File: src/hw/laser500_pkg.sv
// Shared types and constants for the Laser 500 board core, imported by every block
package laser500_pkg;

	// SDRAM port geometry
	localparam int SDRAM_AW = 25;                // Byte address width
	localparam int SDRAM_DW = 8;                 // Byte-wide data

	// One request on the single SDRAM port
	typedef struct packed {
		logic [SDRAM_AW-1:0] addr;               // Byte address
		logic [SDRAM_DW-1:0] data;               // Write byte
		logic                wr;                 // Write strobe, one cycle per byte
		logic                rd;                 // Read enable level
	} mem_req_t;

	// Character clock phase from the video chip
	localparam int HCNT_W = 3;

	// Eraser writes only on this phase, leaving the rest to the video chip
	localparam logic [HCNT_W-1:0] ERASE_SLOT = 3'd6;

	// Machine RAM window cleared by the menu reset
	localparam logic [SDRAM_AW-1:0] ERASE_BASE = '0;
	localparam int ERASE_WORDS = 65536;          // 64K of RAM

	// Counter must also hold ERASE_WORDS itself
	localparam int ERASE_CNT_W = $clog2(ERASE_WORDS) + 1;

	// Fill byte
	localparam logic [SDRAM_DW-1:0] ERASE_FILL = 8'h00;

	// Delta-sigma input word
	localparam int DAC_BITS = 16;

	// Notes
	// Priority on the port is download, then eraser, then video chip
	// The SDRAM controller takes one request per F14M cycle
	// No back-pressure on any requester
	// Eraser rate is one byte per eight F14M cycles
	// Audio is a single bit, so the DAC only sees its top input bit
	// Left and right channels carry the same stream

endpackage

File: src/hw/cassette_audio.sv
// Cassette input latch and buzzer/tape audio mix driven out through the one-bit DAC
`timescale 1ns/100ps

module cassette_audio
	import laser500_pkg::*;
(
	input  logic F14M,
	input  logic rst_n,
	input  logic uart_rx,  // Tape signal in, inverted on the board
	input  logic buzzer,   // Keyboard speaker
	input  logic casout,   // Tape save line
	output logic casin,    // Back to the video chip
	output logic audio_l,
	output logic audio_r
);

	logic                mix;     // All three sources in one bit
	logic [DAC_BITS-1:0] dac_in;
	logic                dac_bit;

	// Tape input latch
	always_ff @(posedge F14M or negedge rst_n) begin
		if (!rst_n)
			casin <= 1'b0;
		else
			casin <= ~uart_rx;
	end

	assign mix    = buzzer ^ casin ^ ~casout;
	assign dac_in = {mix, {(DAC_BITS - 1){1'b0}}}; // Half scale or silence

	sigma_delta_dac u_dac (
		.F14M    ( F14M    ),
		.rst_n   ( rst_n   ),
		.dac_in  ( dac_in  ),
		.dac_out ( dac_bit )
	);

	// Same stream on both channels
	always_ff @(posedge F14M or negedge rst_n) begin
		if (!rst_n) begin
			audio_l <= 1'b0;
			audio_r <= 1'b0;
		end else begin
			audio_l <= dac_bit;
			audio_r <= dac_bit;
		end
	end

endmodule

File: src/hw/laser500_board.sv
// Laser 350/500/700 board glue: RAM eraser, SDRAM port sharing, reset/blank and audio
`timescale 1ns/100ps

module laser500_board
	import laser500_pkg::*;
(
	input  logic              F14M,           // Main 14 MHz clock
	input  logic              rst_n,
	// Control from menu, downloader and keyboard
	input  logic              erase_trigger,
	input  logic              downloading,
	input  logic              boot_completed,
	input  logic              reset_key,
	input  logic [HCNT_W-1:0] hcnt,           // From the video chip
	// Requesters
	input  mem_req_t          dl_req,
	input  mem_req_t          vdc_req,
	// Sound sources
	input  logic              uart_rx,
	input  logic              buzzer,
	input  logic              casout,
	// To SDRAM controller
	output mem_req_t          sdram_req,
	output logic              cpu_reset,
	output logic              blank,
	output logic              casin,
	output logic              audio_l,
	output logic              audio_r
);

	logic     erasing;
	mem_req_t erase_req;

	// RAM clear after menu reset
	ram_eraser u_eraser (
		.F14M          ( F14M          ),
		.rst_n         ( rst_n         ),
		.erase_trigger ( erase_trigger ),
		.hcnt          ( hcnt          ),
		.erasing       ( erasing       ),
		.erase_req     ( erase_req     )
	);

	// Port owner and CPU/video hold
	memory_access_control u_access (
		.downloading    ( downloading    ),
		.erasing        ( erasing        ),
		.boot_completed ( boot_completed ),
		.reset_key      ( reset_key      ),
		.dl_req         ( dl_req         ),
		.erase_req      ( erase_req      ),
		.vdc_req        ( vdc_req        ),
		.sdram_req      ( sdram_req      ),
		.cpu_reset      ( cpu_reset      ),
		.blank          ( blank          )
	);

	// Tape in and sound out
	cassette_audio u_audio (
		.F14M    ( F14M    ),
		.rst_n   ( rst_n   ),
		.uart_rx ( uart_rx ),
		.buzzer  ( buzzer  ),
		.casout  ( casout  ),
		.casin   ( casin   ),
		.audio_l ( audio_l ),
		.audio_r ( audio_r )
	);

endmodule

File: src/hw/memory_access_control.sv
// SDRAM port arbitration between download, eraser and video chip, plus CPU reset and blank
`timescale 1ns/100ps

module memory_access_control
	import laser500_pkg::*;
(
	input  logic     downloading,    // ROM download in progress
	input  logic     erasing,        // RAM eraser busy
	input  logic     boot_completed, // ROM image loaded
	input  logic     reset_key,      // Reset key on the keyboard
	input  mem_req_t dl_req,
	input  mem_req_t erase_req,
	input  mem_req_t vdc_req,
	output mem_req_t sdram_req,
	output logic     cpu_reset,
	output logic     blank
);

	logic foreign_owner; // Someone other than the video chip has the RAM

	// Fixed priority, download first
	always_comb begin
		if (downloading) begin
			sdram_req    = dl_req;
			sdram_req.rd = 1'b1;
		end else if (erasing) begin
			sdram_req    = erase_req;
			sdram_req.rd = 1'b1;
		end else begin
			sdram_req = vdc_req; // Video/CPU chip as is
		end
	end

	// Not booted counts as well, RAM content is not valid yet
	assign foreign_owner = ~boot_completed | downloading | erasing;

	// Screen dark while RAM is busy elsewhere
	assign blank = foreign_owner;

	// CPU held, also by the reset key
	assign cpu_reset = foreign_owner | reset_key;

endmodule

File: src/hw/ram_eraser.sv
// Clears the machine RAM after a menu reset, one byte per character clock slot
`timescale 1ns/100ps

module ram_eraser
	import laser500_pkg::*;
(
	input  logic              F14M,
	input  logic              rst_n,
	input  logic              erase_trigger, // Menu reset, level
	input  logic [HCNT_W-1:0] hcnt,          // Character clock phase
	output logic              erasing,       // Eraser owns the RAM
	output mem_req_t          erase_req
);

	logic                   trig_q;          // Previous trigger sample
	logic                   trig_rise;
	logic                   slot_hit;        // Write slot this cycle
	logic                   last_write;
	logic [ERASE_CNT_W-1:0] cnt;             // Bytes written so far

	assign trig_rise  = erase_trigger & ~trig_q;
	assign slot_hit   = erasing && (hcnt == ERASE_SLOT);
	assign last_write = slot_hit && (cnt == ERASE_CNT_W'(ERASE_WORDS - 1));

	// Edge detect on the trigger
	always_ff @(posedge F14M or negedge rst_n) begin
		if (!rst_n)
			trig_q <= 1'b0;
		else
			trig_q <= erase_trigger;
	end

	// Busy flag and byte counter
	always_ff @(posedge F14M or negedge rst_n) begin
		if (!rst_n) begin
			erasing <= 1'b0;
			cnt     <= '0;
		end else if (!erasing) begin
			if (trig_rise) begin // New run from the base
				erasing <= 1'b1;
				cnt     <= '0;
			end
		end else if (slot_hit) begin
			cnt <= cnt + 1'b1;
			if (last_write)
				erasing <= 1'b0; // Port released on the edge after the last byte
		end
	end

	// Request toward the access control
	always_comb begin
		erase_req.addr = ERASE_BASE + SDRAM_AW'(cnt); // Current byte
		erase_req.data = ERASE_FILL;
		erase_req.wr   = slot_hit;                    // Single-cycle strobe
		erase_req.rd   = erasing;                     // Forced high downstream anyway
	end

endmodule

File: src/hw/sigma_delta_dac.sv
// First-order delta-sigma converter turning an audio word into a one-bit stream
`timescale 1ns/100ps

module sigma_delta_dac
	import laser500_pkg::*;
(
	input  logic                F14M,
	input  logic                rst_n,
	input  logic [DAC_BITS-1:0] dac_in,  // Unsigned sample
	output logic                dac_out  // Pulse density stream
);

	// Extra top bit is the carry
	logic [DAC_BITS:0] acc;
	logic [DAC_BITS:0] sum;

	// Input plus the residue of the last step
	assign sum = {1'b0, dac_in} + {1'b0, acc[DAC_BITS-1:0]};

	always_ff @(posedge F14M or negedge rst_n) begin
		if (!rst_n)
			acc <= '0;
		else
			acc <= sum; // Every cycle, no enable
	end

	// Carry out gives the one-bit output
	// Density of ones is dac_in / 2**DAC_BITS
	assign dac_out = acc[DAC_BITS];

	// Half scale input gives 0101...
	// Zero input keeps the carry low forever

endmodule

File: config.mk
export PLATFORM = sky130hd
export DESIGN_NAME = laser500_board
export DESIGN_NICKNAME = d
export VERILOG_FILES = /design/src/hw/laser500_pkg.sv /design/src/hw/cassette_audio.sv /design/src/hw/laser500_board.sv /design/src/hw/memory_access_control.sv /design/src/hw/ram_eraser.sv /design/src/hw/sigma_delta_dac.sv
export SDC_FILE = /design/constraint.sdc
export NUM_CORES = 1
export LEC_CHECK = 0
export BUFFER_PORTS_ARGS = -buffer_cell sky130_fd_sc_hd__buf_2
export CAP_MARGIN = 20
export CORE_AREA = 4 4 74 76
export DETAILED_ROUTE_END_ITERATION = 8
export DIE_AREA = 0 0 78 80
export GPL_ROUTABILITY_DRIVEN = 0
export PLACE_DENSITY = 0.81
export RECOVER_POWER = 25
export SYNTH_ARGS = -nofsm -noshare
export SYNTH_HDL_FRONTEND = slang
export SYNTH_SLANG_ARGS = --single-unit
File: constraint.sdc
create_clock -name F14M -period 2.6 [get_ports F14M]
set_input_delay 0.39 -clock F14M [delete_from_list [all_inputs] [get_ports F14M]]
set_output_delay 0.39 -clock F14M [all_outputs]
set_load 0.01 [all_outputs]
==> flow_metrics.env, run 1 <==
export IMPL_cts_sinks=23
export IMPL_track_usage=0.1681
export IMPL_drv_slew=0
export IMPL_vdd_drop_max_mv=0.1895
export IMPL_area_delta_synth_final_pct=42.25
export IMPL_required_ps=2210
export IMPL_cts_hold_buf=0
export IMPL_final_cell_mix="buf_2 (118), nand2_1 (35), o21ai_0 (24)"
export IMPL_seqCellArea_um2=575.6
export IMPL_die_area_mm2=0.006240
export IMPL_max_slew_worst_pin_slew_ps=1267
export IMPL_synth_edf_count=0
export IMPL_grt_max_degree=33
export IMPL_dr_total_vias=1855
export IMPL_grt_pass1_vias=1795
export IMPL_synth_cell_type_count=30
export IMPL_syn_nets=282
export IMPL_synth_ff_type="dfrtp_1"
export IMPL_cts_buffers=3
export IMPL_cts_resized=0
export IMPL_leakage_nw=1.284
export IMPL_detail_route_iter0_violations=90
export IMPL_grt_pass1_wl_um=8542
export IMPL_wl_per_cell_um=13.49
export IMPL_chipHeight_um=80
export IMPL_syn_avg_cell_area_um2=8.403
export IMPL_nets=397
export IMPL_tritoncts="built"
export IMPL_p_per_area_mw_per_mm2=417.1
export IMPL_finalSetupViolCount=0
export IMPL_synth_ff_latch_count=23
export IMPL_drv_cap=0
export IMPL_fill_cells=475
export IMPL_clock_skew_ps=10.84
export IMPL_startpoint="u_eraser.erasing"
export IMPL_antenna_found_initial=0
export IMPL_die_w_um=78
export IMPL_drc=0
export IMPL_slew_headroom=0.1555
export IMPL_io_pins=122
export IMPL_seq_area_frac_synth=0.3477
export IMPL_multi_input_area_mm2=0.001003
export IMPL_drive_above_1_share=0.4309
export IMPL_clock_path_buffers=2
export IMPL_gr_total_overflow=0
export IMPL_p_total_mw=0.9822
export IMPL_r2r_start="u_eraser.erasing"
export IMPL_start_util=0.3505
export IMPL_mappedNetlistArea_mm2=0.001655
export IMPL_antenna_left=0
export IMPL_synthCells=197
export IMPL_coreArea_mm2=0.004723
export IMPL_hold_class="input port to flip-flop"
export IMPL_max_freq_mhz=483.8
export IMPL_fin_crit_ps=2067
export IMPL_drt_wl_total_um=5101
export IMPL_cts_root_buffer="clkbuf_8"
export IMPL_outcome="complete, no violations"
export IMPL_h_tree_depth=1
export IMPL_final_common_cell="buf_2"
export IMPL_worstPathArrival_ps=1680
export IMPL_async_flop_share=1.000
export IMPL_vias_per_cell=4.907
export IMPL_worstSetupPathType="flip-flop to output port"
export IMPL_port_buffers=120
export IMPL_insertion_delay_ps=270
export IMPL_cp_max_fo=10
export IMPL_cts_setup_buffers=0
export IMPL_rsz0062_at_grt="no"
export IMPL_hold_violations=0
export IMPL_setup_worst_path_start_class="flip-flop"
export IMPL_hp_start="erase_trigger"
export IMPL_rows=25
export IMPL_drt_pre_antenna_iters=4
export IMPL_clkTransAtPathRegs_ps=90
export IMPL_end_kind="output port"
export IMPL_hpwl_um=4149
export IMPL_n_antenna_cell=0
export IMPL_synth_warnings=0
export IMPL_tns_ps=0
export IMPL_post_route_period_util=0.7950
worst paths after layout:
check / end / slack (ps) / depth (start not counted)
setup / recovery: sdram_req[1] / 530 / 5
hold / removal: u_eraser.trig_q / 260 / 1
setup reg to reg: u_eraser.cnt[15] / 720 / 4
hold reg to reg: u_audio.audio_r / 350 / 0
max in group asynchronous: u_eraser.cnt[5] / 1470 / 1
min in group asynchronous: u_eraser.cnt[7] / 370 / 1
logic make-up after synthesis:
| group | share of synthesized area |
|---|---|
| buffers and inverters | 0.04610 |
| AO/OA/AOI/OAI | 0.2018 |
| adder cells (fa/ha/maj) | 0.02268 |
| flip-flops | 0.3477 |
| AND/OR/NAND/NOR | 0.2305 |
| XOR/XNOR | 0.04233 |
| multiplexers | 0.1088 |
through the flow:
stage / util / setup WS, ps / cell area, µm² / std cells / hold slack [ps]
6_report: 0.4985 / 533.0 / 2355 / 378 / 259.4
5_1_grt: 0.4985 / 420.2 / 2355 / 378 / 242.5
3_5_place_dp: 0.4895 / 692.3 / 2312 / 374 / 337.8
4_1_cts: 0.4991 / 514.9 / 2357 / 378 / 104.8
2_1_floorplan: - / 847.0 / 1655 / 197 / 94.41
3_3_place_gp: 0.4895 / 715.7 / 2312 / 374 / 333.3
flip-flops by register name, indices dropped and copies added, names as in the netlist:
signal             count
u_eraser.cnt          17
u_audio.u_dac.acc      2
u_audio.audio_r        1
u_audio.casin          1
u_eraser.erasing       1
u_eraser.trig_q        1
layout make-up:
type	count	area share
inverter	3	0.004782
clock buffer	4	0.01913
tap	67	0.03560
timing repair buffer	125	0.2699
multi-input combinational	156	0.4261
sequential	23	0.2444
synth_stat cells, types with 2 or more instances:
| library cell | number | area (µm²) |
|---|---|---|
| a21oi_1 | 8 | 40.04 |
| a22o_1 | 16 | 140.1 |
| a31o_2 | 3 | 26.28 |
| buf_4 | 2 | 15.01 |
| clkbuf_1 | 12 | 45.04 |
| dfrtp_1 | 23 | 575.6 |
| ha_1 | 3 | 37.54 |
| inv_1 | 3 | 11.26 |
| mux2i_1 | 18 | 180.2 |
| nand2_1 | 35 | 131.4 |
| nand2b_1 | 2 | 12.51 |
| nand3_1 | 3 | 15.01 |
| nand4_1 | 5 | 31.28 |
| nor2_1 | 12 | 45.04 |
| nor3_1 | 2 | 10.01 |
| nor4_1 | 3 | 18.77 |
| o21ai_0 | 24 | 120.1 |
| or3_1 | 5 | 31.28 |
| xnor2_1 | 5 | 43.79 |
| xor2_1 | 3 | 26.28 |
layer usage:
metal,track usage,vias up,part of all wire
met5,0,-,0
met4,0.04720,0,0.0084
met3,0.03160,4,0.070
met2,0.2740,70,0.47
met1,0.2269,845,0.45
li1,-,936,-
power by group:
group	internal [mW]	leakage, nW	switching [mW]	total [mW]
clock network	0.109	0.0228	0.113	0.223
logic	0.161	0.956	0.162	0.323
registers	0.400	0.305	0.0360	0.436
total	0.671	1.28	0.311	0.982
worst max-delay path: stages (launching register included):
cell     delay [ps]
dfrtp_1         480
buf_4           250
and4b_1         320
a21oi_1          60
o21ai_0         130
buf_2           150
Power figures use the tool's default switching activity.
==> run 2: changes to the inputs <==
--- a/config.mk
+++ b/config.mk
@@ -11,7 +11,7 @@
 export DETAILED_ROUTE_END_ITERATION = 8
 export DIE_AREA = 0 0 78 80
 export GPL_ROUTABILITY_DRIVEN = 0
-export PLACE_DENSITY = 0.81
+export PLACE_DENSITY = 0.84
 export RECOVER_POWER = 25
 export SYNTH_ARGS = -nofsm -noshare
 export SYNTH_HDL_FRONTEND = slang
==> constraint.sdc (replaced) <==
create_clock -name F14M -period 1.7 [get_ports F14M]
set_input_delay 0.255 -clock F14M [delete_from_list [all_inputs] [get_ports F14M]]
set_output_delay 0.255 -clock F14M [all_outputs]
set_load 0.01 [all_outputs]
==> flow_metrics.env, run 2 (synthesized netlist as in run 1, its figures left out) <==
export IMPL_outcome="complete, no violations"
export IMPL_crit_family="simple AND/OR/NAND/NOR gates"
export IMPL_p_per_area_mw_per_mm2=608.2
export IMPL_start_util=0.3505
export IMPL_worstSetupPathType="flip-flop to flip-flop"
export IMPL_n_antenna_cell=0
export IMPL_p_int_mw=1.125
export IMPL_tns_ps=0
export IMPL_pwr_share_comb=0.392
export IMPL_final_cell_mix="buf_2 (117), nand2_1 (34), buf_4 (22)"
export IMPL_rsz0062_at_grt="yes"
export IMPL_finalSetupViolCount=0
export IMPL_wl_met1_um=2431
export IMPL_vias_per_cell=4.933
export IMPL_hpwl_um=4229
export IMPL_tritoncts="built"
export IMPL_switching_power_mw=0.5248
export IMPL_cts_sinks=23
export IMPL_clock_path_buffers=2
export IMPL_slowest_stage="or4_4"
export IMPL_post_route_period_util=0.9974
export IMPL_path_cells="buf_4 > nand4b_4 > or4_4 > or3_1 > a21oi_1"
export IMPL_vdd_drop_max_mv=0.4388
export IMPL_track_usage=0.1663
export IMPL_netSwitchingFraction=0.3181
export IMPL_coreArea_mm2=0.004723
export IMPL_wl_met3_um=352
export IMPL_cts_root_buffer="clkbuf_8"
export IMPL_antenna_found_initial=0
export IMPL_drv_slew=0
export IMPL_setup_worst_path_start_class="flip-flop"
export IMPL_top_register="u_eraser.cnt"
export IMPL_insertion_delay_ps=270
export IMPL_crit_buf_inv=1
export IMPL_hold_violations=0
export IMPL_end_kind="flip-flop"
export IMPL_rows=25
export IMPL_fin_crit_ps=1696
export IMPL_max_slew_worst_pin_slew_ps=593.1
export IMPL_worstPathArrival_ps=1890
export IMPL_slew_headroom=0.6046
export IMPL_dr_total_vias=1993
export IMPL_met2WireLength_um=2706
export IMPL_clock_skew_ps=2.826
export IMPL_required_ps=1890
export IMPL_cpPeakStageDelay_ps=470
export IMPL_drive_above_1_share=0.5163
export IMPL_grt_pass1_vias=1844
export IMPL_h_tree_depth=1
export IMPL_multi_input_area_mm2=0.001062
export IMPL_seq_power_share=0.397
export IMPL_die_area_mm2=0.006240
export IMPL_io_pins=122
export IMPL_chipHeight_um=80
export IMPL_clockPowerShare=0.211
export IMPL_largest_reg_flops=17
export IMPL_final_common_cell="buf_2"
export IMPL_nets=423
export IMPL_max_freq_mhz=589.8
export IMPL_die_w_um=78
export IMPL_drv_cap=0
export IMPL_top_layer_used="met4"
export IMPL_cts_buffers=3
export IMPL_leakage_nw=1.473
export IMPL_grt_max_degree=33
export IMPL_final_core_util=0.5743
export IMPL_hold_class="input port to flip-flop"
export IMPL_reg_top3="u_eraser.cnt x17, u_audio.u_dac.acc x2"
export IMPL_drc=0
export IMPL_seqCellArea_um2=578.1
export IMPL_antenna_left=0
export IMPL_drt_pre_antenna_iters=6
export IMPL_gr_total_overflow=0
export IMPL_fill_cells=424
export IMPL_port_buffers=120
export IMPL_wl_per_cell_um=13.65
export IMPL_grt_pass1_wl_um=8556
export IMPL_cp_max_fo=5
export IMPL_detail_route_iter0_violations=64
export IMPL_area_delta_synth_final_pct=63.87
export IMPL_drt_wl_total_um=5513
export IMPL_clkTransAtPathRegs_ps=80
[run 2: stage by stage]
step	area [µm²]	total power [mW]	instances	hold slack, ps	setup slack [ps]
floorplan	1655	0.9461	197	-40.59	78.08
global placement	2445	1.196	390	258.4	71.71
detailed placement	2445	1.209	390	268.5	28.73
CTS	2596	1.614	400	105.3	-42.12
global route	2713	1.749	404	109.0	-56.96
finish	2713	1.650	404	111.6	4.417
[run 2: final timing paths]
path / startpoint / end / slack, ps / cells after the start
setup / recovery: u_eraser.erasing / u_eraser.cnt[15] / 4 / 5
hold / removal: uart_rx / u_audio.casin / 110 / 2
setup reg to reg: u_eraser.erasing / u_eraser.cnt[15] / 4 / 5
hold reg to reg: u_audio.u_dac.acc[16] / u_audio.audio_r / 360 / 0
max in group asynchronous: rst_n / u_eraser.erasing / 760 / 2
min in group asynchronous: rst_n / u_eraser.cnt[14] / 520 / 2
[run 2: per-layer routing]
layer | vias to the layer above | global-route usage
li1 | 991 | -
met1 | 926 | 0.2121
met2 | 74 | 0.2988
met3 | 2 | 0.02822
met4 | 0 | 0.02622
met5 | - | 0
[run 2: layout make-up]
| cell class | count | share of cell area |
|---|---|---|
| multi-input combinational | 156 | 0.3916 |
| timing repair buffer | 151 | 0.3432 |
| sequential | 23 | 0.2131 |
| tap | 67 | 0.03090 |
| clock buffer | 3 | 0.01522 |
| inverter | 3 | 0.004151 |
| clock inverter | 1 | 0.001845 |
[run 2: worst reg2reg max path, delay by kind of cell (launching register included)]
kind,cells,cell delay (ps)
flops,1,430
compound gates,1,140
simple gates,3,920
buf+inv,1,140
[run 2: power by group through the flow]
stage	logic [mW]	clock network, mW	registers (mW)
after global placement	0.534	0	0.662
after global routing	0.705	0.379	0.665
after CTS	0.603	0.358	0.653
final	0.647	0.348	0.655
after floorplan	0.280	0	0.666
after detailed placement	0.545	0	0.664
[run 2: repair_timing]
item                                    4_1_cts  5_1_grt
gates resized for setup                       6       35
gates cloned                                  1        1
hold endpoints to repair                     23        0
buffers inserted                              4        3
pin swaps                                     2        7
hold buffers                                  1        0
endpoints found under the setup margin       18       44
==> run 3: changes to the inputs <==
--- a/config.mk
+++ b/config.mk
@@ -5,13 +5,12 @@
 export SDC_FILE = /design/constraint.sdc
 export NUM_CORES = 1
 export LEC_CHECK = 0
-export BUFFER_PORTS_ARGS = -buffer_cell sky130_fd_sc_hd__buf_2
 export CAP_MARGIN = 20
 export CORE_AREA = 4 4 74 76
 export DETAILED_ROUTE_END_ITERATION = 8
 export DIE_AREA = 0 0 78 80
+export DONT_BUFFER_PORTS = 1
 export GPL_ROUTABILITY_DRIVEN = 0
-export PLACE_DENSITY = 0.84
 export RECOVER_POWER = 25
 export SYNTH_ARGS = -nofsm -noshare
 export SYNTH_HDL_FRONTEND = slang
==> flow_metrics.env, run 3 (synthesized netlist as in run 1, its figures left out) <==
export IMPL_end_kind="output port"
export IMPL_largest_reg_flops=17
export IMPL_slowest_stage="dfrtp_2"
export IMPL_finalSetupViolCount=0
export IMPL_placed_cells=292
export IMPL_reg_top3="u_eraser.cnt x17, u_audio.u_dac.acc x2"
export IMPL_drv_slew=0
export IMPL_top_register="u_eraser.cnt"
export IMPL_cp_max_fo=7
export IMPL_p_total_mw=1.494
export IMPL_grt_pass1_vias=1544
export IMPL_holdPathStages=1
export IMPL_final_common_cell="buf_4"
export IMPL_track_usage=0.1561
export IMPL_hpwl_um=3869
export IMPL_io_pins=122
export IMPL_p_per_area_mw_per_mm2=658.4
export IMPL_timing_rr_end="u_eraser.cnt[13]"
export IMPL_max_slew_worst_pin_slew_ps=575.4
export IMPL_dr_total_vias=1619
export IMPL_vias_per_cell=5.239
export IMPL_die_area_mm2=0.006240
export IMPL_cts_root_buffer="clkbuf_8"
export IMPL_drc=0
export IMPL_worstSetupPathType="flip-flop to output port"
export IMPL_grt_max_degree=56
export IMPL_required_ps=1440
export IMPL_grt_pass1_wl_um=7734
export IMPL_slew_headroom=0.6152
export IMPL_fin_crit_ps=1662
export IMPL_cts_buffers=3
export IMPL_max_freq_mhz=601.8
export IMPL_drv_cap=0
export IMPL_r2r_setup_slack_ps=60
export IMPL_antenna_found_initial=0
export IMPL_port_buffers=0
export IMPL_leakage_nw=1.100
export IMPL_clock_skew_ps=1.776
export IMPL_setup_worst_path_start_class="flip-flop"
export IMPL_drt_wl_total_um=5036
export IMPL_cp_num_cells=5
export IMPL_cpPeakStageDelay_ps=450
export IMPL_placed_cell_area_mm2=0.001997
export IMPL_clock_path_buffers=2
export IMPL_place_ws_ps=53.75
export IMPL_crit_family="flip-flops"
export IMPL_nets=328
export IMPL_start_util=0.3505
export IMPL_r2r_start="u_eraser.erasing"
export IMPL_hold_class="input port to flip-flop"
export IMPL_gr_total_overflow=0
export IMPL_die_w_um=78
export IMPL_antenna_left=0
export IMPL_post_route_period_util=0.9775
export IMPL_path_cells="buf_8 > nor2_2 > buf_6 > buf_6 > a22o_1"
export IMPL_final_cell_mix="buf_4 (45), nand2_1 (35), dfrtp_1 (22)"
export IMPL_rsz0062_at_grt="yes"
export IMPL_clkTransAtPathRegs_ps=80
export IMPL_fin_area_mm2=0.002270
export IMPL_crit_top_cell="buf_6"
export IMPL_crit_path_end="sdram_req[9]"
export IMPL_vdd_drop_max_mv=0.3598
export IMPL_whs_ps=42.14
export IMPL_final_core_util=0.4805
export IMPL_wl_per_cell_um=16.30
export IMPL_drt_pre_antenna_iters=4
export IMPL_ff2ff_path_depth=5
export IMPL_fin_ws_ps=38.19
export IMPL_worstPathArrival_ps=1410
export IMPL_area_delta_synth_final_pct=37.11
export IMPL_outcome="complete, no violations"
export IMPL_startpoint="u_eraser.erasing"
export IMPL_drive_above_1_share=0.3058
export IMPL_tns_ps=0
export IMPL_h_tree_depth=1
export IMPL_detail_route_iter0_violations=80
export IMPL_stdcell_count=309
export IMPL_chipHeight_um=80
export IMPL_rows=25
export IMPL_cts_sinks=23
export IMPL_crit_buf_inv=3
export IMPL_coreArea_mm2=0.004723
export IMPL_tritoncts="built"
export IMPL_hold_violations=0
export IMPL_insertion_delay_ps=260
export IMPL_n_antenna_cell=0
## run 3: layout make-up
class	instances	area, µm²
Fill cell	469	2454
Multi-Input combinational cell	156	1060
Sequential cell	23	576.8
Timing Repair Buffer	56	493.0
Tap cell	67	83.83
Clock buffer	4	45.04
Inverter	3	11.26
## run 3: routing by layer
metal,global-route usage,routed length [µm]
met1,0.2165,2251
met2,0.2432,2422
met3,0.02935,307
met4,0.05245,55
met5,0,0
## run 3: report_power, final
part	total, mW	switching (mW)	internal, mW
clock network	0.333	0.166	0.167
registers	0.663	0.0506	0.612
logic	0.499	0.224	0.275
## run 3: worst min path at each step
| stage | from | to | slack (ps) |
|---|---|---|---|
| 2_1_floorplan | rst_n | u_audio.audio_r | -40 |
| 3_3_place_gp | rst_n | u_eraser.cnt[14] | -40 |
| 3_5_place_dp | rst_n | u_eraser.cnt[14] | -40 |
| 4_1_cts | erase_trigger | u_eraser.trig_q | 8 |
| 5_1_grt | uart_rx | u_audio.casin | 30 |
| 6_report | uart_rx | u_audio.casin | 40 |
## run 3: repair_timing
action | 4_1_cts | 5_1_grt
setup buffers | 6 | 3
pin swaps | 0 | 6
cloned | 0 | 1
endpoints found under the hold margin | 23 | 1
gates resized for setup | 9 | 24
hold buffers | 1 | 1
endpoints found under the setup margin | 10 | 37
